[src/hdl/rv_pkg.sv]
`default_nettype none

package rv_pkg;

  localparam int xlen = 32;
  localparam int reg_addr_w = 5;

  // Major opcodes
  localparam logic [6:0] op_load = 7'b0000011;
  localparam logic [6:0] op_store = 7'b0100011;
  localparam logic [6:0] op_branch = 7'b1100011;
  localparam logic [6:0] op_jalr = 7'b1100111;
  localparam logic [6:0] op_jal = 7'b1101111;
  localparam logic [6:0] op_misc_mem = 7'b0001111;
  localparam logic [6:0] op_reg_imm = 7'b0010011;
  localparam logic [6:0] op_reg_reg = 7'b0110011;
  localparam logic [6:0] op_system = 7'b1110011;
  localparam logic [6:0] op_auipc = 7'b0010111;
  localparam logic [6:0] op_lui = 7'b0110111;

  // Selects SUB and SRA/SRAI
  localparam logic [6:0] f7_alt = 7'b0100000;

  localparam int alu_op_w = 4;
  localparam logic [alu_op_w-1:0] alu_add = 4'd0;
  localparam logic [alu_op_w-1:0] alu_sub = 4'd1;
  localparam logic [alu_op_w-1:0] alu_sll = 4'd2;
  localparam logic [alu_op_w-1:0] alu_slt = 4'd3;
  localparam logic [alu_op_w-1:0] alu_sltu = 4'd4;
  localparam logic [alu_op_w-1:0] alu_xor = 4'd5;
  localparam logic [alu_op_w-1:0] alu_srl = 4'd6;
  localparam logic [alu_op_w-1:0] alu_sra = 4'd7;
  localparam logic [alu_op_w-1:0] alu_or = 4'd8;
  localparam logic [alu_op_w-1:0] alu_and = 4'd9;
  localparam logic [alu_op_w-1:0] alu_pass_b = 4'd10;

  // One instruction word seen through each encoding format
  typedef union packed {
    struct packed {
      logic [6:0]            funct7;
      logic [reg_addr_w-1:0] rs2;
      logic [reg_addr_w-1:0] rs1;
      logic [2:0]            funct3;
      logic [reg_addr_w-1:0] rd;
      logic [6:0]            opcode;
    } r_fmt;
    struct packed {
      logic [11:0]           imm;
      logic [reg_addr_w-1:0] rs1;
      logic [2:0]            funct3;
      logic [reg_addr_w-1:0] rd;
      logic [6:0]            opcode;
    } i_fmt;
    // B immediates come from this view too
    struct packed {
      logic [6:0]            imm_hi;
      logic [reg_addr_w-1:0] rs2;
      logic [reg_addr_w-1:0] rs1;
      logic [2:0]            funct3;
      logic [4:0]            imm_lo;
      logic [6:0]            opcode;
    } s_fmt;
    // J immediates come from this view too
    struct packed {
      logic [19:0]           imm;
      logic [reg_addr_w-1:0] rd;
      logic [6:0]            opcode;
    } u_fmt;
  } insn_t;

  typedef struct packed {
    logic [reg_addr_w-1:0] rd;
    logic [reg_addr_w-1:0] rs1;
    logic [reg_addr_w-1:0] rs2;
    logic [xlen-1:0]       imm;
    logic [alu_op_w-1:0]   alu_op;
    logic                  use_imm;
    logic                  use_pc;
    logic                  reg_we;
    logic                  is_load;
    logic                  is_store;
    logic                  is_branch;
    logic                  is_jal;
    logic                  is_jalr;
    logic                  is_halt;
    logic [2:0]            funct3;
  } ctrl_t;

  typedef struct packed {
    logic [xlen-1:0] addr;
    logic [xlen-1:0] data;
    logic [3:0]      strobe;
  } store_t;

endpackage

`default_nettype wire

[src/hdl/rv_decoder.sv]
`default_nettype none

module rv_decoder import rv_pkg::*; (
  input  insn_t i_insn,
  output ctrl_t o_ctrl
);

  logic [xlen-1:0] imm_i, imm_s, imm_b, imm_j, imm_u;
  logic [alu_op_w-1:0] arith_op;
  logic f7_is_alt;

  assign imm_i = {{20{i_insn.i_fmt.imm[11]}}, i_insn.i_fmt.imm};
  assign imm_s = {{20{i_insn.s_fmt.imm_hi[6]}}, i_insn.s_fmt.imm_hi, i_insn.s_fmt.imm_lo};
  assign imm_b = {{19{i_insn.s_fmt.imm_hi[6]}}, i_insn.s_fmt.imm_hi[6], i_insn.s_fmt.imm_lo[0],
                  i_insn.s_fmt.imm_hi[5:0], i_insn.s_fmt.imm_lo[4:1], 1'b0};
  assign imm_j = {{11{i_insn.u_fmt.imm[19]}}, i_insn.u_fmt.imm[19], i_insn.u_fmt.imm[7:0],
                  i_insn.u_fmt.imm[8], i_insn.u_fmt.imm[18:9], 1'b0};
  assign imm_u = {i_insn.u_fmt.imm, 12'h000};

  assign f7_is_alt = i_insn.r_fmt.funct7 == f7_alt;

  // SUB only exists in the register form; SRAI shares the funct7 slot
  always_comb begin
    case (i_insn.r_fmt.funct3)
      3'b000: begin
        arith_op = (i_insn.r_fmt.opcode == op_reg_reg && f7_is_alt) ? alu_sub : alu_add;
      end
      3'b001: arith_op = alu_sll;
      3'b010: arith_op = alu_slt;
      3'b011: arith_op = alu_sltu;
      3'b100: arith_op = alu_xor;
      3'b101: arith_op = f7_is_alt ? alu_sra : alu_srl;
      3'b110: arith_op = alu_or;
      default: arith_op = alu_and;
    endcase
  end

  always_comb begin
    o_ctrl = '0;
    o_ctrl.rd = i_insn.r_fmt.rd;
    o_ctrl.rs1 = i_insn.r_fmt.rs1;
    o_ctrl.rs2 = i_insn.r_fmt.rs2;
    o_ctrl.funct3 = i_insn.r_fmt.funct3;
    o_ctrl.imm = imm_i;
    o_ctrl.alu_op = alu_add;
    case (i_insn.r_fmt.opcode)
      op_lui: begin
        o_ctrl.imm = imm_u;
        o_ctrl.alu_op = alu_pass_b;
        o_ctrl.use_imm = 1'b1;
        o_ctrl.reg_we = 1'b1;
      end
      op_auipc: begin
        o_ctrl.imm = imm_u;
        o_ctrl.use_imm = 1'b1;
        o_ctrl.use_pc = 1'b1;
        o_ctrl.reg_we = 1'b1;
      end
      op_jal: begin
        o_ctrl.imm = imm_j;
        o_ctrl.use_imm = 1'b1;
        o_ctrl.use_pc = 1'b1;
        o_ctrl.reg_we = 1'b1;
        o_ctrl.is_jal = 1'b1;
      end
      op_jalr: begin
        o_ctrl.use_imm = 1'b1;
        o_ctrl.reg_we = 1'b1;
        o_ctrl.is_jalr = 1'b1;
      end
      op_branch: begin
        // Compare rs1 with rs2, target formed in the PC unit
        o_ctrl.imm = imm_b;
        o_ctrl.is_branch = 1'b1;
      end
      op_load: begin
        o_ctrl.use_imm = 1'b1;
        o_ctrl.reg_we = 1'b1;
        o_ctrl.is_load = 1'b1;
      end
      op_store: begin
        o_ctrl.imm = imm_s;
        o_ctrl.use_imm = 1'b1;
        o_ctrl.is_store = 1'b1;
      end
      op_reg_imm: begin
        o_ctrl.alu_op = arith_op;
        o_ctrl.use_imm = 1'b1;
        o_ctrl.reg_we = 1'b1;
      end
      op_reg_reg: begin
        o_ctrl.alu_op = arith_op;
        o_ctrl.reg_we = 1'b1;
      end
      op_system: begin
        // Only ECALL halts, with every other field zero
        o_ctrl.is_halt = i_insn.i_fmt.imm == '0 && i_insn.i_fmt.rs1 == '0 &&
                         i_insn.i_fmt.funct3 == '0 && i_insn.i_fmt.rd == '0;
      end
      op_misc_mem: begin
        // FENCE has no effect on a single-cycle core
      end
      default: begin
      end
    endcase
  end

endmodule

`default_nettype wire

[config.mk]
export PLATFORM = sky130hd
export DESIGN_NAME = rv_decoder
export DESIGN_NICKNAME = d
export VERILOG_FILES = /design/src/hdl/rv_pkg.sv /design/src/hdl/rv_decoder.sv
export SDC_FILE = /design/constraint.sdc
export NUM_CORES = 1
export LEC_CHECK = 0
export ABC_CLOCK_PERIOD_IN_PS = 3300
export BUFFER_PORTS_ARGS = -buffer_cell sky130_fd_sc_hd__buf_2
export CORE_UTILIZATION = 40
export DETAILED_ROUTE_END_ITERATION = 8
export GPL_TIMING_DRIVEN = 0
export PLACE_DENSITY = 0.91
export SLEW_MARGIN = 15
export SYNTH_ARGS = -nofsm -noshare
export SYNTH_HDL_FRONTEND = slang
export SYNTH_SLANG_ARGS = --single-unit
[constraint.sdc]
create_clock -name vclk -period 3.3
set_input_delay 0.66 -clock vclk [all_inputs]
set_output_delay 0.66 -clock vclk [all_outputs]
set_load 0.02 [all_outputs]
; After elaboration in Yosys (flattened, before gate mapping)
; Cells that the tools add are included.
[totals]
regBits = 0
output_inout_bits = 63
elab_cells = 44
[classes]
eq_ne = 17
n_mux = 14
n_reduce_logical = 13
[ops]
columns = op, n
row1 = $pmux 31 s4, 1
row2 = $eq 7x6->1 const B, 4
row3 = $eq 7x7->1 const B, 4
row4 = $pmux 4 s7, 1
row5 = $eq 7x5->1 const B, 2
row6 = $reduce_or 7->1, 2
row7 = $logic_not 12->1, 1
row8 = $mux 1, 11
row9 = $logic_not 5->1, 2
row10 = $eq 3x3->1 const B, 3
row11 = $pmux 4 s2, 1
row12 = $eq 7x2->1 const B, 1
row13 = $eq 3x2->1 const B, 2
row14 = $reduce_or 2->1, 3
row15 = $logic_and 1x1->1, 4
row16 = $eq 3x1->1 const B, 1
row17 = $logic_not 3->1, 1

; Logic depth before layout (Yosys ltp)
; Gate-level depths: netlist (run 1).
[depth]
ltp_word = 5
mapped_depth = 5

; Worst setup path before layout (run 1)
; OpenSTA, ideal clock, no wires.
[synth_path]
path_type = input port to output port
startpoint = in i_insn[6] (netlist name)
endpoint = out o_ctrl[12] (netlist name)
arrival_time_ns = 2.250
path_slack_ns = 0.390
cell_stages = 4
path_buffers = 1
path_cell_list = buf_6 -> or3b_4 -> or3_1 -> nor4_1
[synth_lines]
columns = item, line_no
row1 = from (decl), rv_decoder.sv:4  ; input insn_t i_insn,
row2 = to (decl), rv_decoder.sv:5  ; output ctrl_t o_ctrl

==> results of run 1 <==
-- layout by cell type, fill, tap and decap left out, types with 2 or more instances in the layout --
master    instances
nand2_1           3
nand3b_1          2
a22o_1            5
a21oi_1           2
o21ai_0           5
a21o_1           11
buf_4            22
buf_2            91
and2_1            7
buf_6             2
nand2b_1          2
nor3b_1           2
nor4_1            6
nand4b_1          3
clkbuf_1          4
nor3_1            5
mux2_2            9
or2b_1            2
a31oi_1           2
nand3_1           4
nor2_1            7
-- power groups by stage --
stage          Combinational (W)  Sequential [W]  Clock (W)
4_1_cts                 0.000192               0          0
2_1_floorplan           0.000124               0          0
6_report                0.000192               0          0
3_5_place_dp            0.000191               0          0
5_1_grt                 0.000206               0          0
3_3_place_gp            0.000190               0          0
-- kinds of logic after synthesis --
group           after synthesis  synth area share [%]
buf+inv                      29                 23.12
simple gates                 52                 36.63
compound gates               33                 27.86
mux                          10                 12.40
-- layout make-up --
cell class                      count  area, um^2  area share (%)
Multi-Input combinational cell     95       690.7           49.77
Timing Repair Buffer               91       455.4           32.82
Buffer                             29       207.7           14.97
Tap cell                           27       33.78           2.435
-- worst max-delay path: cells and delay by family --
| kind | cells | cell delay (ps) |
|---|---|---|
| AOI/OAI and AO/OA | 1 | 350 |
| buffers and inverters | 3 | 460 |
| muxes | 1 | 380 |
| and+or+nand+nor | 1 | 270 |
-- worst min path at each step --
stage               depth (start not counted)  slack [ps]       start         to
global placement                            2        1540  i_insn[13]  o_ctrl[1]
finish                                      2        1540  i_insn[14]  o_ctrl[2]
floorplan                                   1        1430  i_insn[12]  o_ctrl[0]
CTS                                         2        1540  i_insn[14]  o_ctrl[2]
detailed placement                          2        1540  i_insn[13]  o_ctrl[1]
global route                                2        1540  i_insn[14]  o_ctrl[2]
-- per-stage QoR --
stage | cells | hold WS (ps) | util, %
after floorplan | 124 | 1433 | -
after global placement | 242 | 1537 | 67.95
after detailed placement | 242 | 1540 | 67.95
after CTS | 242 | 1541 | 67.95
after global routing | 242 | 1544 | 67.95
final | 242 | 1539 | 67.95
-- synthesized netlist by cell type (2+ instances only) --
master,instances
o21ai_0,5
nor4_1,6
or2b_1,2
nand4b_1,3
buf_4,22
mux2_2,9
a21oi_1,2
a31oi_1,2
nor3_1,5
nand3_1,4
buf_6,2
nor3b_1,2
clkbuf_1,4
and2_1,7
a21o_1,11
a22o_1,5
nor2_1,7
nand3b_1,2
nand2b_1,2
nand2_1,3
-- metal layers --
layer  up-vias  global-route usage (%)
li1        636                       -
met1       573                   27.47
met2        60                   43.84
met3         0                   1.246
met4         0                   1.429
met5         -                       0
==> impl_metrics.env, run 1 <==
export IMPL_status="finished clean"
export IMPL_top_layer_used="met3"
export IMPL_fp_dieH_um=49.39
export IMPL_rsz0062_at_grt="false"
export IMPL_powerDensity_nw_per_um2=138.0
export IMPL_initial_core_util_pct=44.00
export IMPL_p_sw_share_pct=56.77
export IMPL_wirelength_um=2857
export IMPL_antenna_found_initial=0
export IMPL_grt_pass1_vias=1106
export IMPL_maxCapViolCount=0
export IMPL_io_buffer_count=91
export IMPL_crit_top_cell="buf_2"
export IMPL_postCtsSetupBuffers=0
export IMPL_num_io_pins=95
export IMPL_synth_largest_area_cell="buf_4"
export IMPL_grt_max_degree=11
export IMPL_worstPathRequired_ps=2640
export IMPL_wl_per_cell_um=11.81
export IMPL_pwr_share_comb_pct=100.0
export IMPL_critPathLaunch="i_insn[4]"
export IMPL_slew_headroom_pct=63.75
export IMPL_endpoint="o_ctrl[32]"
export IMPL_report_final_setup_viol=0
export IMPL_core_um2=2042
export IMPL_period_needed_ps=2771
export IMPL_fmax_mhz=360.9
export IMPL_drt_iter0_markers=24
export IMPL_die_area_um2=2439
export IMPL_yosys_warnings=0
export IMPL_hpwl_um=2388
export IMPL_nets=249
export IMPL_route_met3_wl_um=182
export IMPL_maxSlewViolCount=0
export IMPL_synth_fp_nets=156
export IMPL_firstDrtPassIters=4
export IMPL_fillers=211
export IMPL_hp_class="in2out"
export IMPL_place_area_um2=1388
export IMPL_setup_slack_ps=528.9
export IMPL_routabilityCongestion=0.8516
export IMPL_hold_viol=0
export IMPL_worstSetupStartpointType="input port"
export IMPL_antennaDiodeCount=0
export IMPL_worstMarginPinSlew_ps=538.0
export IMPL_power_switching_w=0.0001087
export IMPL_vdd_drop_max_uv=97.48
export IMPL_slowest_delay_ps=380
export IMPL_min_period_over_period_pct=83.97
export IMPL_dieWidth_um=49.39
export IMPL_end_kind="output pin"
export IMPL_grt_pass1_wl_um=4581
export IMPL_met2_length_um=1433
export IMPL_crit_path_cell_trace="buf_2, clkbuf_1, nand4b_1, a21oi_4, mux2_2, buf_2"
export IMPL_syn_cell_area_um2=898.4
export IMPL_worst_ep_arrival_time_ps=2110
export IMPL_ctsResizeCount=0
export IMPL_seqCellArea_um2=0
export IMPL_hold_buffers=0
export IMPL_fin_total_pwr_w=0.0001915
export IMPL_clkPwrFrac_pct=0
export IMPL_seq_cell_count=0
export IMPL_wl_met1_um=1240
export IMPL_layout_area_overhead_vs_synth_pct=54.46
export IMPL_crit_fanout=10
export IMPL_synth_avg_cell_area_um2=7.245
export IMPL_crit_type="in2out"
export IMPL_drc=0
export IMPL_synth_top_area_share_pct=18.38
export IMPL_yosysSeqAreaShare_pct=0
export IMPL_synthTopCellsByArea="buf_4 (18%), mux2_2 (11%), a21o_1 (9.2%), a22o_1 (4.9%), and2_1 (4.9%)"
export IMPL_antenna_left=0
export IMPL_synthCells=124
export IMPL_setup_tns_final_ps=0
export IMPL_num_vias=1269
export IMPL_crit_path_top_delay_cell="mux2_2"
export IMPL_drive_gt1_share_pct=60.47
export IMPL_p_seq_share_pct=0
export IMPL_internal_power_w=0.00008281
export IMPL_synth_distinct_cells=39
export IMPL_viasPerCell=5.244
export IMPL_clockBufferCount=0
export IMPL_p_leak_nw=0.7610
export IMPL_track_usage_pct=22.41
export IMPL_pre_cts_slack_ps=556.9
export IMPL_num_rows=16
export IMPL_grt_ovfl_total=0
export IMPL_finalInstanceArea_um2=1388
(Power assumes the default switching activity.)
==> run 2, diff against run 1 <==
ABC_CLOCK_PERIOD_IN_PS = 2300   (was 3300)
CORE_UTILIZATION = 34   (was 40)
PLACE_DENSITY = 0.82   (was 0.91)
clock period = 2.3 ns   (was 3.3 ns; I/O delays follow)
==> run 2 against run 1 <==
Effect of this change: cell count up 1.7%; sequential cell count is the same; first-iteration DRC count fell by 4.2%; utilization down 9.1 points; routed wire length grew 16%; combinational power grew 51%; die area rose by 17%; global-route usage down 1.3 points; count of clock-buffer cells in the layout is the same; total power up 51%; sequential share of layout area unchanged; critical endpoint is now o_ctrl[29]; largest cell class unchanged; highest routed layer is now met4.
==> impl_metrics.env, run 2 (synthesis gave the netlist of run 1 again) <==
export IMPL_status="finished clean"
export IMPL_maxSlewViolCount=0
export IMPL_power_switching_w=0.0001639
export IMPL_worst_ep_arrival_time_ps=1820
export IMPL_dpl_cell_count=245
export IMPL_layout_cells_non_filler=246
export IMPL_layout_commonest_cell="buf_2"
export IMPL_num_rows=18
export IMPL_viasPerCell=5.280
export IMPL_initial_core_util_pct=36.26
export IMPL_wirelength_um=3311
export IMPL_vdd_drop_max_uv=165.6
export IMPL_fmax_mhz=439.0
export IMPL_setup_tns_final_ps=0
export IMPL_routabilityCongestion=0.7989
export IMPL_nets=250
export IMPL_grt_max_degree=11
export IMPL_period_needed_ps=2278
export IMPL_seqCellArea_um2=0
export IMPL_antenna_found_initial=0
export IMPL_use_met2_pct=38.96
export IMPL_clockBufferCount=0
export IMPL_maxCapViolCount=0
export IMPL_powerDensity_nw_per_um2=198.2
export IMPL_dieWidth_um=53.40
export IMPL_drt_iter0_markers=23
export IMPL_worstMarginPinSlew_ps=488.2
export IMPL_wl_per_cell_um=13.46
export IMPL_slowest_delay_ps=420
export IMPL_clkPwrFrac_pct=0
export IMPL_end_kind="output pin"
export IMPL_p_leak_nw=0.7876
export IMPL_num_io_pins=95
export IMPL_post_route_util_pct=58.89
export IMPL_core_um2=2477
export IMPL_use_met1_pct=27.67
export IMPL_min_period_over_period_pct=99.04
export IMPL_grt_ovfl_total=0
export IMPL_report_final_setup_viol=0
export IMPL_pwr_share_comb_pct=100.0
export IMPL_antennaDiodeCount=0
export IMPL_track_usage_pct=21.08
export IMPL_seq_cell_count=0
export IMPL_hp_class="in2out"
export IMPL_most_common_layout_cells="buf_2 (87), buf_4 (24), a21o_1 (11)"
export IMPL_critical_path_top_delay_family="buffers and inverters"
export IMPL_io_buffer_count=91
export IMPL_crit_path_top_delay_cell="or3b_4"
export IMPL_crit_type="in2out"
export IMPL_critPathLaunch="i_insn[6]"
export IMPL_cp_buffers_inverters=3
export IMPL_p_seq_share_pct=0
export IMPL_crit_fanout=10
export IMPL_place_area_um2=1406
export IMPL_drc=0
export IMPL_worstSetupStartpointType="input port"
export IMPL_antenna_left=0
export IMPL_p_sw_share_pct=56.69
export IMPL_num_vias=1299
export IMPL_grt_pass1_vias=1013
export IMPL_slew_headroom_pct=67.15
export IMPL_hold_viol=0
export IMPL_rsz0062_at_grt="true"
export IMPL_layout_area_overhead_vs_synth_pct=62.40
export IMPL_crit_path_cell_trace="buf_6, or3b_4, a21oi_4, buf_12, mux2_2, buf_2"
export IMPL_grt_use_met3_pct=0.2874
export IMPL_grt_busiest_layer="met2"
export IMPL_die_area_um2=2852
export IMPL_hpwl_um=2672
export IMPL_fp_dieH_um=53.40
export IMPL_finalInstanceArea_um2=1459
export IMPL_grt_pass1_wl_um=4636
export IMPL_drive_gt1_share_pct=62.96
export IMPL_internal_power_w=0.0001253
export IMPL_firstDrtPassIters=4
export IMPL_hold_start="i_insn[13]"
export IMPL_fin_total_pwr_w=0.0002892
export IMPL_worstPathRequired_ps=1840
## run 2: worst paths after layout
| kind | to | slack [ps] | depth (start not counted) |
|---|---|---|---|
| setup / recovery | o_ctrl[29] | 20 | 6 |
| hold / removal | o_ctrl[1] | 1140 | 2 |
## run 2: per-layer routing
metal	vias up	wire length [um]
li1	633	-
met1	602	1359
met2	62	1700
met3	2	236
met4	0	15
met5	-	0
## run 2: repair_timing
action / CTS / global route
buffers inserted: 1 / 0
pin swaps: 1 / 1
gates resized for setup: 4 / 11
hold buffers: 0 / 0
endpoints found under the hold margin: 0 / 0
setup endpoints to repair: 11 / 18
cloned: 0 / 0
## run 2: area by class of cell
cell class / instances / area [um^2]
well taps: 30 / 37.54
repair buffers: 92 / 496.7
multi-input cells: 95 / 710.7
fillers: 255 / 1018
plain buffers: 29 / 214.0
## run 2: power groups by stage
stage / logic, W / registers (W) / clock network (W)
2_1_floorplan: 0.000180 / 0 / 0
3_3_place_gp: 0.000277 / 0 / 0
3_5_place_dp: 0.000280 / 0 / 0
4_1_cts: 0.000282 / 0 / 0
5_1_grt: 0.000311 / 0 / 0
6_report: 0.000289 / 0 / 0
## run 2: stage by stage
step	worst slack (ps)	hold WS, ps
after global placement	-46.62	1137
after detailed placement	-97.42	1139
final	22.12	1138
after CTS	6.097	1139
after floorplan	68.35	1033
after global routing	-11.18	1140
