$ cat config.mk
export PLATFORM = sky130hd
export DESIGN_NAME = rv_mem_access
export DESIGN_NICKNAME = d
export VERILOG_FILES = /design/src/hdl/rv_pkg.sv /design/src/hdl/rv_mem_access.sv
export SDC_FILE = /design/constraint.sdc
export NUM_CORES = 1
export LEC_CHECK = 0
export ABC_CLOCK_PERIOD_IN_PS = 4900
export BUFFER_PORTS_ARGS = -buffer_cell sky130_fd_sc_hd__buf_2
export CORE_AREA = 2 2 114 116
export DETAILED_ROUTE_END_ITERATION = 12
export DIE_AREA = 0 0 116 118
export PLACE_DENSITY = 0.61
export SLEW_MARGIN = 20
export SYNTH_ARGS = -nofsm -noshare
export SYNTH_HDL_FRONTEND = slang
export SYNTH_SLANG_ARGS = --single-unit
$ cat constraint.sdc
create_clock -name vclk -period 4.9
set_input_delay 1.47 -clock vclk [all_inputs]
set_output_delay 1.47 -clock vclk [all_outputs]
set_load 0.05 [all_outputs]
$ cat src/hdl/rv_pkg.sv
`default_nettype none

package rv_pkg;

  localparam int xlen = 32;
  localparam int reg_addr_w = 5;

  // Major opcodes
  localparam logic [6:0] op_load = 7'b0000011;
  localparam logic [6:0] op_store = 7'b0100011;
  localparam logic [6:0] op_branch = 7'b1100011;
  localparam logic [6:0] op_jalr = 7'b1100111;
  localparam logic [6:0] op_jal = 7'b1101111;
  localparam logic [6:0] op_misc_mem = 7'b0001111;
  localparam logic [6:0] op_reg_imm = 7'b0010011;
  localparam logic [6:0] op_reg_reg = 7'b0110011;
  localparam logic [6:0] op_system = 7'b1110011;
  localparam logic [6:0] op_auipc = 7'b0010111;
  localparam logic [6:0] op_lui = 7'b0110111;

  // Selects SUB and SRA/SRAI
  localparam logic [6:0] f7_alt = 7'b0100000;

  localparam int alu_op_w = 4;
  localparam logic [alu_op_w-1:0] alu_add = 4'd0;
  localparam logic [alu_op_w-1:0] alu_sub = 4'd1;
  localparam logic [alu_op_w-1:0] alu_sll = 4'd2;
  localparam logic [alu_op_w-1:0] alu_slt = 4'd3;
  localparam logic [alu_op_w-1:0] alu_sltu = 4'd4;
  localparam logic [alu_op_w-1:0] alu_xor = 4'd5;
  localparam logic [alu_op_w-1:0] alu_srl = 4'd6;
  localparam logic [alu_op_w-1:0] alu_sra = 4'd7;
  localparam logic [alu_op_w-1:0] alu_or = 4'd8;
  localparam logic [alu_op_w-1:0] alu_and = 4'd9;
  localparam logic [alu_op_w-1:0] alu_pass_b = 4'd10;

  // One instruction word seen through each encoding format
  typedef union packed {
    struct packed {
      logic [6:0]            funct7;
      logic [reg_addr_w-1:0] rs2;
      logic [reg_addr_w-1:0] rs1;
      logic [2:0]            funct3;
      logic [reg_addr_w-1:0] rd;
      logic [6:0]            opcode;
    } r_fmt;
    struct packed {
      logic [11:0]           imm;
      logic [reg_addr_w-1:0] rs1;
      logic [2:0]            funct3;
      logic [reg_addr_w-1:0] rd;
      logic [6:0]            opcode;
    } i_fmt;
    // B immediates come from this view too
    struct packed {
      logic [6:0]            imm_hi;
      logic [reg_addr_w-1:0] rs2;
      logic [reg_addr_w-1:0] rs1;
      logic [2:0]            funct3;
      logic [4:0]            imm_lo;
      logic [6:0]            opcode;
    } s_fmt;
    // J immediates come from this view too
    struct packed {
      logic [19:0]           imm;
      logic [reg_addr_w-1:0] rd;
      logic [6:0]            opcode;
    } u_fmt;
  } insn_t;

  typedef struct packed {
    logic [reg_addr_w-1:0] rd;
    logic [reg_addr_w-1:0] rs1;
    logic [reg_addr_w-1:0] rs2;
    logic [xlen-1:0]       imm;
    logic [alu_op_w-1:0]   alu_op;
    logic                  use_imm;
    logic                  use_pc;
    logic                  reg_we;
    logic                  is_load;
    logic                  is_store;
    logic                  is_branch;
    logic                  is_jal;
    logic                  is_jalr;
    logic                  is_halt;
    logic [2:0]            funct3;
  } ctrl_t;

  typedef struct packed {
    logic [xlen-1:0] addr;
    logic [xlen-1:0] data;
    logic [3:0]      strobe;
  } store_t;

endpackage

`default_nettype wire

$ cat src/hdl/rv_mem_access.sv
`default_nettype none

module rv_mem_access import rv_pkg::*; (
  input  ctrl_t           i_ctrl,
  input  logic [xlen-1:0] i_addr,
  input  logic [xlen-1:0] i_rs2_data,
  input  logic [xlen-1:0] i_load_word,
  input  logic [xlen-1:0] i_pc_plus4,
  output store_t          o_store,
  output logic [xlen-1:0] o_wb_data,
  output logic            o_wb_en
);

  logic [1:0] offs;
  logic misaligned;
  logic [xlen-1:0] lane, load_val;

  assign offs = i_addr[1:0];
  // Addressed byte moved down to bit 0
  assign lane = i_load_word >> {offs, 3'b000};

  // funct3[1:0] is the access size; size 3 is not part of RV32I
  always_comb begin
    case (i_ctrl.funct3[1:0])
      2'b00: misaligned = 1'b0;
      2'b01: misaligned = offs[0];
      2'b10: misaligned = |offs;
      default: misaligned = 1'b1;
    endcase
  end

  always_comb begin
    o_store.addr = {i_addr[xlen-1:2], 2'b00};
    o_store.data = '0;
    o_store.strobe = '0;
    if (i_ctrl.is_store && !misaligned) begin
      case (i_ctrl.funct3[1:0])
        2'b00: begin
          o_store.strobe = 4'b0001 << offs;
          o_store.data = {24'h0, i_rs2_data[7:0]} << {offs, 3'b000};
        end
        2'b01: begin
          o_store.strobe = 4'b0011 << offs;
          o_store.data = {16'h0, i_rs2_data[15:0]} << {offs, 3'b000};
        end
        default: begin
          o_store.strobe = 4'b1111;
          o_store.data = i_rs2_data;
        end
      endcase
    end
  end

  // funct3[2] marks the unsigned loads
  always_comb begin
    case (i_ctrl.funct3[1:0])
      2'b00: load_val = {{24{lane[7] & ~i_ctrl.funct3[2]}}, lane[7:0]};
      2'b01: load_val = {{16{lane[15] & ~i_ctrl.funct3[2]}}, lane[15:0]};
      default: load_val = i_load_word;
    endcase
  end

  assign o_wb_en = i_ctrl.reg_we && !(i_ctrl.is_load && misaligned);

  always_comb begin
    if (i_ctrl.is_jal || i_ctrl.is_jalr) begin
      o_wb_data = i_pc_plus4;
    end else if (i_ctrl.is_load) begin
      o_wb_data = load_val;
    end else begin
      o_wb_data = i_addr;
    end
  end

endmodule

`default_nettype wire

## Word level (Yosys, flattened, before mapping)

Index checks and enable logic that the tools add are counted.

- Register bits: 0
- Input port bits: 191
- Output and inout port bits: 101

- Eq/ne operators: 2
- Shift-type cells: 5
- Mux-type cells: 6
- Bitwise logic cells: 3
- Reductions and logical operators: 8

Operators with widths:

| cell | number |
|---|---|
| $pmux 36 s2 | 1 |
| $mux 32 | 2 |
| $pmux 32 s2 | 1 |
| $mux 36 | 1 |
| $shl 16x5->32 | 1 |
| $shl 8x5->32 | 1 |
| $shr 32x5->16 | 1 |
| $shl 1x2->4 const A | 1 |
| $shl 2x2->4 const A | 1 |
| $logic_and 1x1->1 | 3 |
| $pmux 1 s3 | 1 |
| $and 1x1->1 | 2 |
| $eq 2x1->1 const B | 1 |
| $eq 2x2->1 const B | 1 |
| $logic_not 1->1 | 2 |
| $logic_not 2->1 | 1 |
| $reduce_or 2->1 | 1 |
| $logic_or 1x1->1 | 1 |
| $not 1->1 | 1 |

## Longest topological paths before layout

Gate-level depths: netlist (run 1).

- Word-level depth: 5
- Mapped depth: 7
- Gate-level depth less buffers: 4

## Least setup slack after synthesis (run 1)

No wires, ideal clock.

- Path kind: input -> output
- Start point: input port i_addr[0]
- End point: output port o_store[24] in the netlist's numbering
- Arrival: 3449 ps
- Required time: 3430 ps
- Path slack: -19 ps
- Stages on the path: 6
- Cells stage by stage: buf_6 -> clkbuf_1 -> o22ai_1 -> nand2_1 -> clkbuf_1 -> nor3_1

RTL lines:

| item | RTL line | RTL |
|---|---|---|
| start: declaration | rv_mem_access.sv:5 | `input logic [xlen-1:0] i_addr,` |
| end: declaration | rv_mem_access.sv:9 | `output store_t o_store,` |

## Worst setup path in the final report (run 1)

- Start point: input port i_addr[0]
- End point: output port o_wb_data[30]

- Cells in the longest elaborated chain, start to end: 5
- Elaborated cells between the ends (all ways): 6
- Those cells by class: 1 x shift; 3 x mux; 2 x bitwise

RTL lines:

| item | RTL line | RTL |
|---|---|---|
| $shr 32x5->16 (*) | rv_mem_access.sv:20 | `assign lane = i_load_word >> {offs, 3'b000};` |
| $and 1x1->1 (on tied branches) | rv_mem_access.sv:58, rv_mem_access.sv:57 |  |
| $pmux 32 s2 (*) | rv_mem_access.sv:56 | `case (i_ctrl.funct3[1:0])` |
| $mux 32 (*) | rv_mem_access.sv:68 | `end else if (i_ctrl.is_load) begin` |
| $mux 32 (*) | rv_mem_access.sv:66 | `if (i_ctrl.is_jal \|\| i_ctrl.is_jalr) begin` |
| end: declaration | rv_mem_access.sv:10 | `output logic [xlen-1:0] o_wb_data,` |

Every way passes the cells marked *; elsewhere a longest branch is shown, timed or not.

==> metrics.md, run 1 <==
| Metric | Value |
|---|---|
| Status | `completed` |
| Max Slew Vio Count | `0` |
| Core Box Area | `12,400 um^2` |
| Final nets | `731` |
| Final hold viol count | `0` |
| Yosys warns | `0` |
| Register area | `0 um^2` |
| MaxCap Viol Count | `0` |
| Lkg Pwr | `1.67 nW` |
| GR Util All Layers | `15.3%` |
| Worst path bufs/invs | `2` |
| Setup TNS | `0 ns` |
| IO Count | `292` |
| Maximum VDD drop | `0.0000545 V` |
| Crit-path max FO | `16` |
| Final WS setup | `0.233 ns` |
| Slew headroom | `58.5%` |
| Top Family by Delay on Critical Path | `compound AO/OA/AOI/OAI gates` |
| Routed WL | `11.4 mm` |
| Num sequential | `0` |
| Via Count | `3,328` |
| Min-Delay Path Depth | `2` |
| Power Total | `479 uW` |
| Setup violators final | `0` |
| Crit path DAT | `3.20 ns` |
| Hold Slack | `3.24 ns` |
| WHS Endpoint | `o_store[55]` |
| Number of diodes | `0` |
| Chip width | `116 um` |
| Drt pass-1 iters | `4` |
| Port Buffers | `235` |
| GP Congestion | `0.778` |
| Power Dens Cells | `140 nW/um^2` |
| Fmax | `214 MHz` |
| Die ar. | `13,700 um^2` |
| Dpl ws | `0.194 ns` |
| Worst setup SP type | `input port` |
| Post-synthesis cell count | `351` |
| Die Span Y | `118 um` |
| Yosys cell types | `43` |
| Post-CTS Hold Buffers | `0` |
| Initial antenna violation count | `0` |
| Area Growth Syn to Fin | `52.9%` |
| Share of layout cells above drive strength 1 | `51.7%` |
| Post-synthesis sequential area ratio | `0%` |
| Detail Route Antenna Nets | `0` |
| Placed inst area | `3430 um^2` |
| Pin count of the biggest net entering global routing | `38` |
| Average wire per standard cell | `16.1 um` |
| First-pass GRT wire length | `16.6 mm` |
| # rows | `41` |
| Most common cell on crit path | `buf_2` |
| Total gr overflow | `0` |
| Setup CP Type | `in -> out` |
| DP HPWL | `9.71 mm` |
| Post-Syn Area | `2240 um^2` |
| DR vias/cell | `4.69` |
| Critical path's largest stage delay | `0.51 ns` |
| Slew @ Worst Pin | `0.623 ns` |
| Worst hold start | `i_addr[19]` |
| Number of global-route vias before repair | `3,044` |
| CP Capture Type | `output pin` |
| Finished Core Util | `27.6%` |
| Setup Fix Bufs, Post-CTS | `0` |
| Placed cells | `710` |
| # clk buffers | `0` |
| Final worst path period share | `95.3%` |
| Hold Crit Class | `in -> out` |
| Syn avg cell area | `6.38 um^2` |
| Design Area, Final | `3430 um^2` |
| Post_cts resized | `0` |
| # DRC | `0` |
| Starting DRT DRC Count | `140` |
| Worst EP required | `3.43 ns` |
| Initial Util | `18.1%` |
| Final Critical Period | `4.67 ns` |
| Slowest stage cell on the critical path | `a32oi_4` |
| CP cell instances | `buf_2 > mux2_2 > a22o_4 > a32oi_4 > a41oi_2 > buf_2` |
| Layout Cells excl Fill | `710` |
| RSZ-0062 raised after global routing | `false` |
## layout make-up
type / instances / area, um^2
multi-input combinational: 276 / 1820
timing repair buffer: 258 / 1380
inverter: 4 / 15.0
tap: 172 / 215
fill: 1428 / 8990
## cell usage after synthesis
cell type  instances  area (um^2)
nor2b_1           12         75.1
conb_1             1         3.75
buf_4             32          240
a32oi_1            3         26.3
buf_6              2         22.5
nand2_1           25         93.8
clkbuf_1          28          105
a21o_1             1         7.51
buf_2              9         45.0
o21a_1             3         22.5
a21oi_1           18         90.1
nor3_1            10         50.1
nor3b_1            2         15.0
clkinv_1           1         3.75
a22o_1            13          114
o21bai_1           1         7.51
a221oi_1          12          105
a22oi_1           22          165
mux2_4             1         15.0
nand2b_1           1         6.26
o22ai_1            2         12.5
mux2i_1            3         30.0
o2bb2ai_1          5         43.8
and2_1            10         62.6
or3_1             24          150
nor2_1            35          131
or2_1              1         6.26
a31oi_1            6         37.5
a211oi_4           1         20.0
o221ai_1           2         17.5
inv_1              3         11.3
nor2_2             1         6.26
a41oi_2            7          114
a22o_4             1         17.5
o21ai_0           30          150
buf_1              1         3.75
a2bb2oi_1          2         17.5
a32oi_4            1         27.5
nand3b_1           1         7.51
and3_1             5         31.3
a41oi_1            6         52.6
mux2_2             6         67.6
xnor2_1            1         8.76
## report_power, final
part	total [mW]	internal, mW	switching [mW]	leakage, nW
combinational	0.479	0.147	0.333	1.67
sequential	0	0	0	0
clock	0	0	0	0
total	0.479	0.147	0.333	1.67
## kinds of logic (layout without fill, tap and decap cells)
family                    Yosys count  in the layout  synth area share (%)
other                               1              2                 0.167
xor gates and xnor gates            1              1                 0.391
muxes                              10             10                  5.02
and+or+nand+nor                   127            127                  28.4
buffers and inverters              76            262                  19.3
AOI/OAI and AO/OA                 136            136                  46.8
## worst max path at each step
stage | to | cells after the start | start | slack [ns]
after global placement | o_wb_data[30] | 6 | i_ctrl[1] | 0.19
final | o_wb_data[30] | 6 | i_addr[0] | 0.23
after floorplan | o_store[24] | 6 | i_addr[0] | -0.02
after detailed placement | o_wb_data[30] | 6 | i_addr[0] | 0.19
after CTS | o_wb_data[30] | 6 | i_addr[0] | 0.19
after global routing | o_wb_data[23] | 6 | i_ctrl[1] | 0.11
## layout by cell type, fill, tap and decap left out, types with 7 or more instances in the layout
cell / instances
a22o_1: 13
or3_1: 24
o21ai_0: 30
a41oi_2: 7
a221oi_1: 12
a21oi_1: 18
a22oi_1: 22
nor2b_1: 12
and2_1: 10
nand2_1: 25
buf_2: 234
nor2_1: 34
buf_4: 22
nor3_1: 10
## metal layers
metal	share of wire, %	global-route usage, %	vias up
li1	-	-	1660
met1	40	18.4	1499
met2	52	30.0	165
met3	7.1	1.29	4
met4	0.52	0.670	0
met5	0	0	-
Note: power is estimated with default switching activity, not from simulation.
==> run 2: changes to the inputs <==
--- a/config.mk
+++ b/config.mk
@@ -5,12 +5,13 @@
 export SDC_FILE = /design/constraint.sdc
 export NUM_CORES = 1
 export LEC_CHECK = 0
+export ABC_AREA = 1
 export ABC_CLOCK_PERIOD_IN_PS = 4900
 export BUFFER_PORTS_ARGS = -buffer_cell sky130_fd_sc_hd__buf_2
-export CORE_AREA = 2 2 114 116
+export CORE_AREA = 2 2 112 114
 export DETAILED_ROUTE_END_ITERATION = 12
-export DIE_AREA = 0 0 116 118
-export PLACE_DENSITY = 0.61
+export DIE_AREA = 0 0 114 116
+export PLACE_DENSITY = 0.64
 export SLEW_MARGIN = 20
 export SYNTH_ARGS = -nofsm -noshare
 export SYNTH_HDL_FRONTEND = slang
==> metrics.md, run 2 <==
| Metric | Value |
|---|---|
| Status | `completed` |
| Slowest stage cell on the critical path | `nand2_2` |
| Worst setup SP type | `input port` |
| Setup TNS | `0 ns (unchanged)` |
| Lkg Pwr | `2.18 nW (+30%)` |
| Hold Crit Class | `in -> out` |
| Final hold viol count | `0 (unchanged)` |
| Post_cts resized | `0 (unchanged)` |
| Top post-synthesis cells by area | `nand2_1 30%, nor2_1 12%, buf_4 12%` |
| Die Span Y | `116 um (-1.7%)` |
| # rows | `40 (-2.4%)` |
| Register area | `0 um^2 (unchanged)` |
| Design Area, Final | `3550 um^2 (+3.5%)` |
| Chip width | `114 um (-1.7%)` |
| Mux cell area share after synthesis | `0% (-5.0 points)` |
| Core Box Area | `11,900 um^2 (-4.1%)` |
| Syn avg cell area | `4.61 um^2 (-28%)` |
| Worst EP required | `3.43 ns (about the same)` |
| Layout Cells excl Fill | `870 (+23%)` |
| Initial Util | `20.8% (+2.8 points)` |
| Pin count of the biggest net entering global routing | `55 (+45%)` |
| Yosys warns | `0 (unchanged)` |
| Post-synthesis sequential area ratio | `0% (unchanged)` |
| Crit path DAT | `3.11 ns (-0.09 ns)` |
| Port Buffers | `235 (unchanged)` |
| Slew @ Worst Pin | `0.508 ns (-0.114 ns)` |
| CP cell instances | `buf_2 > inv_4 > nand2_1 > nand2_1 > nand3_1 > nand2_1 > nand2_2 > nand3_1 > nand2_1 > nand2_1 > buf_2` |
| IO Count | `292 (unchanged)` |
| Fillers | `1,421 (-0.49%)` |
| Final nets | `914 (+25%)` |
| Setup CP Type | `in -> out` |
| Share of layout cells above drive strength 1 | `37.0% (-15 points)` |
| Yosys top cell by area | `nand2_1` |
| Drt pass-1 iters | `4 (unchanged)` |
| Number of global-route vias before repair | `3,663 (+20%)` |
| Count leader, synth | `nand2_1` |
| Post-synthesis cell count | `539 (+54%)` |
| Most frequent cells in the layout | `234 x buf_2, 196 x nand2_1, 81 x nor2_1` |
| Initial antenna violation count | `2 (+2)` |
| Simple-gate share of the synthesized area | `54.4% (+26 points)` |
| First-pass GRT wire length | `18.1 mm (+9.5%)` |
| Setup Fix Bufs, Post-CTS | `0 (unchanged)` |
| DR vias/cell | `4.60 (-1.9%)` |
| Via Count | `4,000 (+20%)` |
| Max Slew Vio Count | `0 (unchanged)` |
| GP Congestion | `0.794 (+2.1%)` |
| Maximum VDD drop | `0.0000501 V (-8.0%)` |
| DP HPWL | `9.91 mm (+2.1%)` |
| Crit-path max FO | `28 (+12)` |
| Placed inst area | `3540 um^2 (+3.3%)` |
| Num sequential | `0 (unchanged)` |
| Final Critical Period | `4.58 ns (-0.0862 ns)` |
| MaxCap Viol Count | `0 (unchanged)` |
| Commonest non-fill, non-tap cell in the layout | `buf_2` |
| Fmax | `218 MHz (+1.9%)` |
| Yosys cell types | `25 (-42%)` |
| Post-Syn Area | `2480 um^2 (+11%)` |
| Post-CTS Hold Buffers | `0 (unchanged)` |
| Slew headroom | `66.1% (+7.6 points)` |
| Die ar. | `13,200 um^2 (-3.4%)` |
| # clk buffers | `0 (unchanged)` |
| Final worst path period share | `93.5% (-1.8 points)` |
| Most common cell on crit path | `nand2_1` |
| Combinational family with the most area after synthesis | `simple AND/OR/NAND/NOR gates` |
| Placed cells | `868 (+22%)` |
| Total gr overflow | `0 (unchanged)` |
| Starting DRT DRC Count | `201 (+44%)` |
| Synth Area in Adders | `0% (unchanged)` |
| XOR/XNOR share of the synthesized area | `0% (-0.39 points)` |
| RSZ-0062 raised after global routing | `false` |
| GR Util All Layers | `17.0% (+1.7 points)` |
| Setup violators final | `0 (unchanged)` |
| Synth top area share | `29.6% (+19 points)` |
| Critical path's largest stage delay | `0.28 ns (-0.23 ns)` |
| Area Growth Syn to Fin | `42.8%` |
| Power Dens Cells | `137 nW/um^2 (-2.3%)` |
| Finished Core Util | `29.8% (+2.2 points)` |
| Compound-Gate Fraction of Synth Area | `22.6% (-24 points)` |
| Average wire per standard cell | `13.9 um (-14%)` |
| CP Capture Type | `output pin` |
| Top cells by count, synth | `196 x nand2_1, 81 x nor2_1, 58 x a21oi_1` |
| Detail Route Antenna Nets | `0 (unchanged)` |
| # DRC | `0 (unchanged)` |
| Routed WL | `12.1 mm (+5.9%)` |
## run 2: changes by cell type in the layout (fill, tap and decap cells not counted), moves of 22 or more
cell and delta:
nand2_1 +171, nand3_1 +47, nor2_1 +47, a21oi_1 +40, inv_1 +25, or3_1 -24
a22oi_1 -22
## run 2: power by group
| part | switching, mW | leakage (nW) | internal, mW |
|---|---|---|---|
| clock | 0 | 0.0000127 | 0.0000000546 |
| sequential | 0 | 0 | 0 |
| combinational | 0.350 | 2.18 | 0.135 |
| total | 0.350 | 2.18 | 0.135 |
## run 2: cell families after synthesis
group | count (synthesis)
AOI/OAI and AO/OA | 100
other | 1
buffers and inverters | 104
and+or+nand+nor | 334
## run 2: worst max-delay path: cells and delay by family
kind                   cells  cell delay (ns)
AND/OR/NAND/NOR            8             1.01
buffers and inverters      3             0.61
## run 2: area by class of cell
type / instances / area, um^2 / share of cell area (%)
diodes: 2 / 5.00 / 0.141
multi-input cells: 436 / 1920 / 54.1
inverters: 35 / 134 / 3.78
well taps: 147 / 184 / 5.19
repair buffers: 250 / 1300 / 36.8
## run 2: layer usage
layer	wire, um	track usage, %	share of wire, %
met3	981	2.35	8.1
met4	179	2.85	1.5
met1	5050	20.2	42
met2	5900	32.7	49
met5	0	0	0
## run 2: worst paths after layout
check,start,cells after the start,end
min,i_addr[6],2,o_store[42]
max,i_addr[0],11,o_wb_data[15]
## run 2: through the flow
| step | power (mW) | hold slack, ns | setup slack, ns |
|---|---|---|---|
| floorplan | 0.352 | 3.11 | 0.335 |
| global placement | 0.486 | 3.24 | 0.309 |
| detailed placement | 0.487 | 3.24 | 0.288 |
| CTS | 0.489 | 3.24 | 0.283 |
| global route | 0.525 | 3.24 | 0.128 |
| finish | 0.485 | 3.24 | 0.319 |
==> run 3: changes to the inputs <==
--- a/config.mk
+++ b/config.mk
@@ -6,7 +6,7 @@
 export NUM_CORES = 1
 export LEC_CHECK = 0
 export ABC_AREA = 1
-export ABC_CLOCK_PERIOD_IN_PS = 4900
+export ABC_CLOCK_PERIOD_IN_PS = 5900
 export BUFFER_PORTS_ARGS = -buffer_cell sky130_fd_sc_hd__buf_2
 export CORE_AREA = 2 2 112 114
 export DETAILED_ROUTE_END_ITERATION = 12
==> constraint.sdc (replaced) <==
create_clock -name vclk -period 5.9
set_input_delay 1.77 -clock vclk [all_inputs]
set_output_delay 1.77 -clock vclk [all_outputs]
set_load 0.05 [all_outputs]
==> metrics.md, run 3 (synthesis results as in run 2) <==
| Metric | Value |
|---|---|
| Status | `completed` |
| Commonest non-fill, non-tap cell in the layout | `buf_2` |
| Final nets | `910 (-0.44%)` |
| Maximum VDD drop | `0.0000480 V (-4.3%)` |
| Initial antenna violation count | `0 (-2)` |
| # rows | `40 (unchanged)` |
| Chip width | `114 um (unchanged)` |
| Routed WL | `12.0 mm (-1.2%)` |
| Via Count | `3,981 (-0.48%)` |
| Final WS setup | `0.555 ns (+0.236 ns)` |
| Drt pass-1 iters | `4 (unchanged)` |
| Slowest stage cell on the critical path | `nand2_2` |
| Crit path DAT | `3.58 ns (+0.47 ns)` |
| Area Growth Syn to Fin | `42.0%` |
| Register area | `0 um^2 (unchanged)` |
| IO Count | `292 (unchanged)` |
| Number of global-route vias before repair | `3,620 (-1.2%)` |
| Average wire per standard cell | `13.8 um (-0.64%)` |
| Power Dens Cells | `114 nW/um^2 (-17%)` |
| Final hold viol count | `0 (unchanged)` |
| Lkg Pwr | `2.17 nW (-0.60%)` |
| Die ar. | `13,200 um^2 (unchanged)` |
| Min-Delay Path Depth | `2 (unchanged)` |
| Setup CP Type | `in -> out` |
| # DRC | `0 (unchanged)` |
| Critical path's largest stage delay | `0.29 ns (about the same)` |
| Most frequent cells in the layout | `234 x buf_2, 196 x nand2_1, 81 x nor2_1` |
| Worst EP required | `4.13 ns (+0.70 ns)` |
| DR vias/cell | `4.60 (+0.10%)` |
| Worst setup SP type | `input port` |
| Hold Crit Class | `in -> out` |
| Detail Route Antenna Nets | `0 (unchanged)` |
| Post_cts resized | `0 (unchanged)` |
| RSZ-0062 raised after global routing | `false` |
| Fmax | `187 MHz` |
| Setup violators final | `0 (unchanged)` |
| Initial Util | `20.8% (unchanged)` |
| CP cell instances | `buf_2 > inv_4 > nand2_2 > o21ai_2 > nand2_2 > nor2_4 > inv_2 > nor2_1 > buf_2` |
| Sequential power share | `0% (unchanged)` |
| Psw | `289 uW (-17%)` |
| Port Buffers | `235 (unchanged)` |
| Slew @ Worst Pin | `0.540 ns (+0.0313 ns)` |
| Max Slew Vio Count | `0 (unchanged)` |
| Pin count of the biggest net entering global routing | `55 (unchanged)` |
| Fillers | `1,435 (+0.99%)` |
| Num sequential | `0 (unchanged)` |
| Crit-path max FO | `26 (-7.1%)` |
| Post-CTS Hold Buffers | `0 (unchanged)` |
| Clock power frac | `0% (unchanged)` |
| CP Capture Type | `output pin` |
| Setup Fix Bufs, Post-CTS | `0 (unchanged)` |
| Slew headroom | `64.0% (-2.1 points)` |
| Die Span Y | `116 um (unchanged)` |
| Dpl ws | `0.493 ns (+0.205 ns)` |
| Fraction of power consumed by combinational cells | `100.0% (about the same)` |
| Setup TNS | `0 ns (unchanged)` |
| Final Critical Period | `5.35 ns` |
| GR Util All Layers | `17.0% (+0.044 points)` |
| First-pass GRT wire length | `18.2 mm (+0.53%)` |
| Core Box Area | `11,900 um^2 (unchanged)` |
| Int Power | `111 uW (-18%)` |
| MaxCap Viol Count | `0 (unchanged)` |
| Final worst path period share | `90.6%` |
| DP HPWL | `9.81 mm (-0.97%)` |
| Total gr overflow | `0 (unchanged)` |
| Share of layout cells above drive strength 1 | `36.7% (-0.35 points)` |
| Multi-input logic area | `1920 um^2 (unchanged)` |
| GP Congestion | `0.794 (about the same)` |
| Starting DRT DRC Count | `211 (+5.0%)` |
| # clk buffers | `0 (unchanged)` |
| Net Sw Frac | `72.2% (+0.11 points)` |
## run 3: cell types whose count changed in the layout (fill, tap and decap cells not counted), sizes merged
cell,previous run,this run
buf,250,246
diode,2,1
## run 3: final timing paths
kind	endpoint	from	slack [ns]
min	o_store[64]	i_addr[28]	3.84
max	o_store[8]	i_addr[0]	0.55
## run 3: metal layers
metal  up-vias  routed length, um  GRT usage, %
met1      1740               5070          21.3
li1       2057                  -             -
met5         -                  0             0
met3         4                917          1.57
met2       180               5960          32.7
met4         0                 23          1.46
## run 3: worst max-delay path: cells and delay by family
| kind | cells | cell delay [ns] |
|---|---|---|
| buf+inv | 4 | 0.87 |
| simple gates | 4 | 0.74 |
| compound gates | 1 | 0.18 |
## run 3: layout make-up
| type | count | area share [%] |
|---|---|---|
| Timing Repair Buffer | 246 | 36.5 |
| Multi-Input combinational cell | 436 | 54.4 |
| Inverter | 35 | 3.80 |
| Tap cell | 147 | 5.22 |
| Antenna cell | 1 | 0.0710 |
## run 3: per-stage QoR
step	cells	utilization (%)	hold slack, ns	total power [mW]	instance area (um^2)
after floorplan	540	-	3.71	0.292	2490
after CTS	864	29.6	3.84	0.404	3520
final	865	29.6	3.84	0.400	3530
after global placement	864	29.6	3.84	0.401	3520
after detailed placement	864	29.6	3.84	0.403	3520
after global routing	864	29.6	3.85	0.435	3520
## run 3: power groups by stage
| stage | registers [mW] | logic [mW] | clock network (mW) |
|---|---|---|---|
| after floorplan | 0 | 0.292 | 0 |
| after global placement | 0 | 0.401 | 0 |
| after detailed placement | 0 | 0.403 | 0 |
| after CTS | 0 | 0.404 | 0 |
| after global routing | 0 | 0.435 | 0 |
| final | 0 | 0.400 | 0.0000000227 |
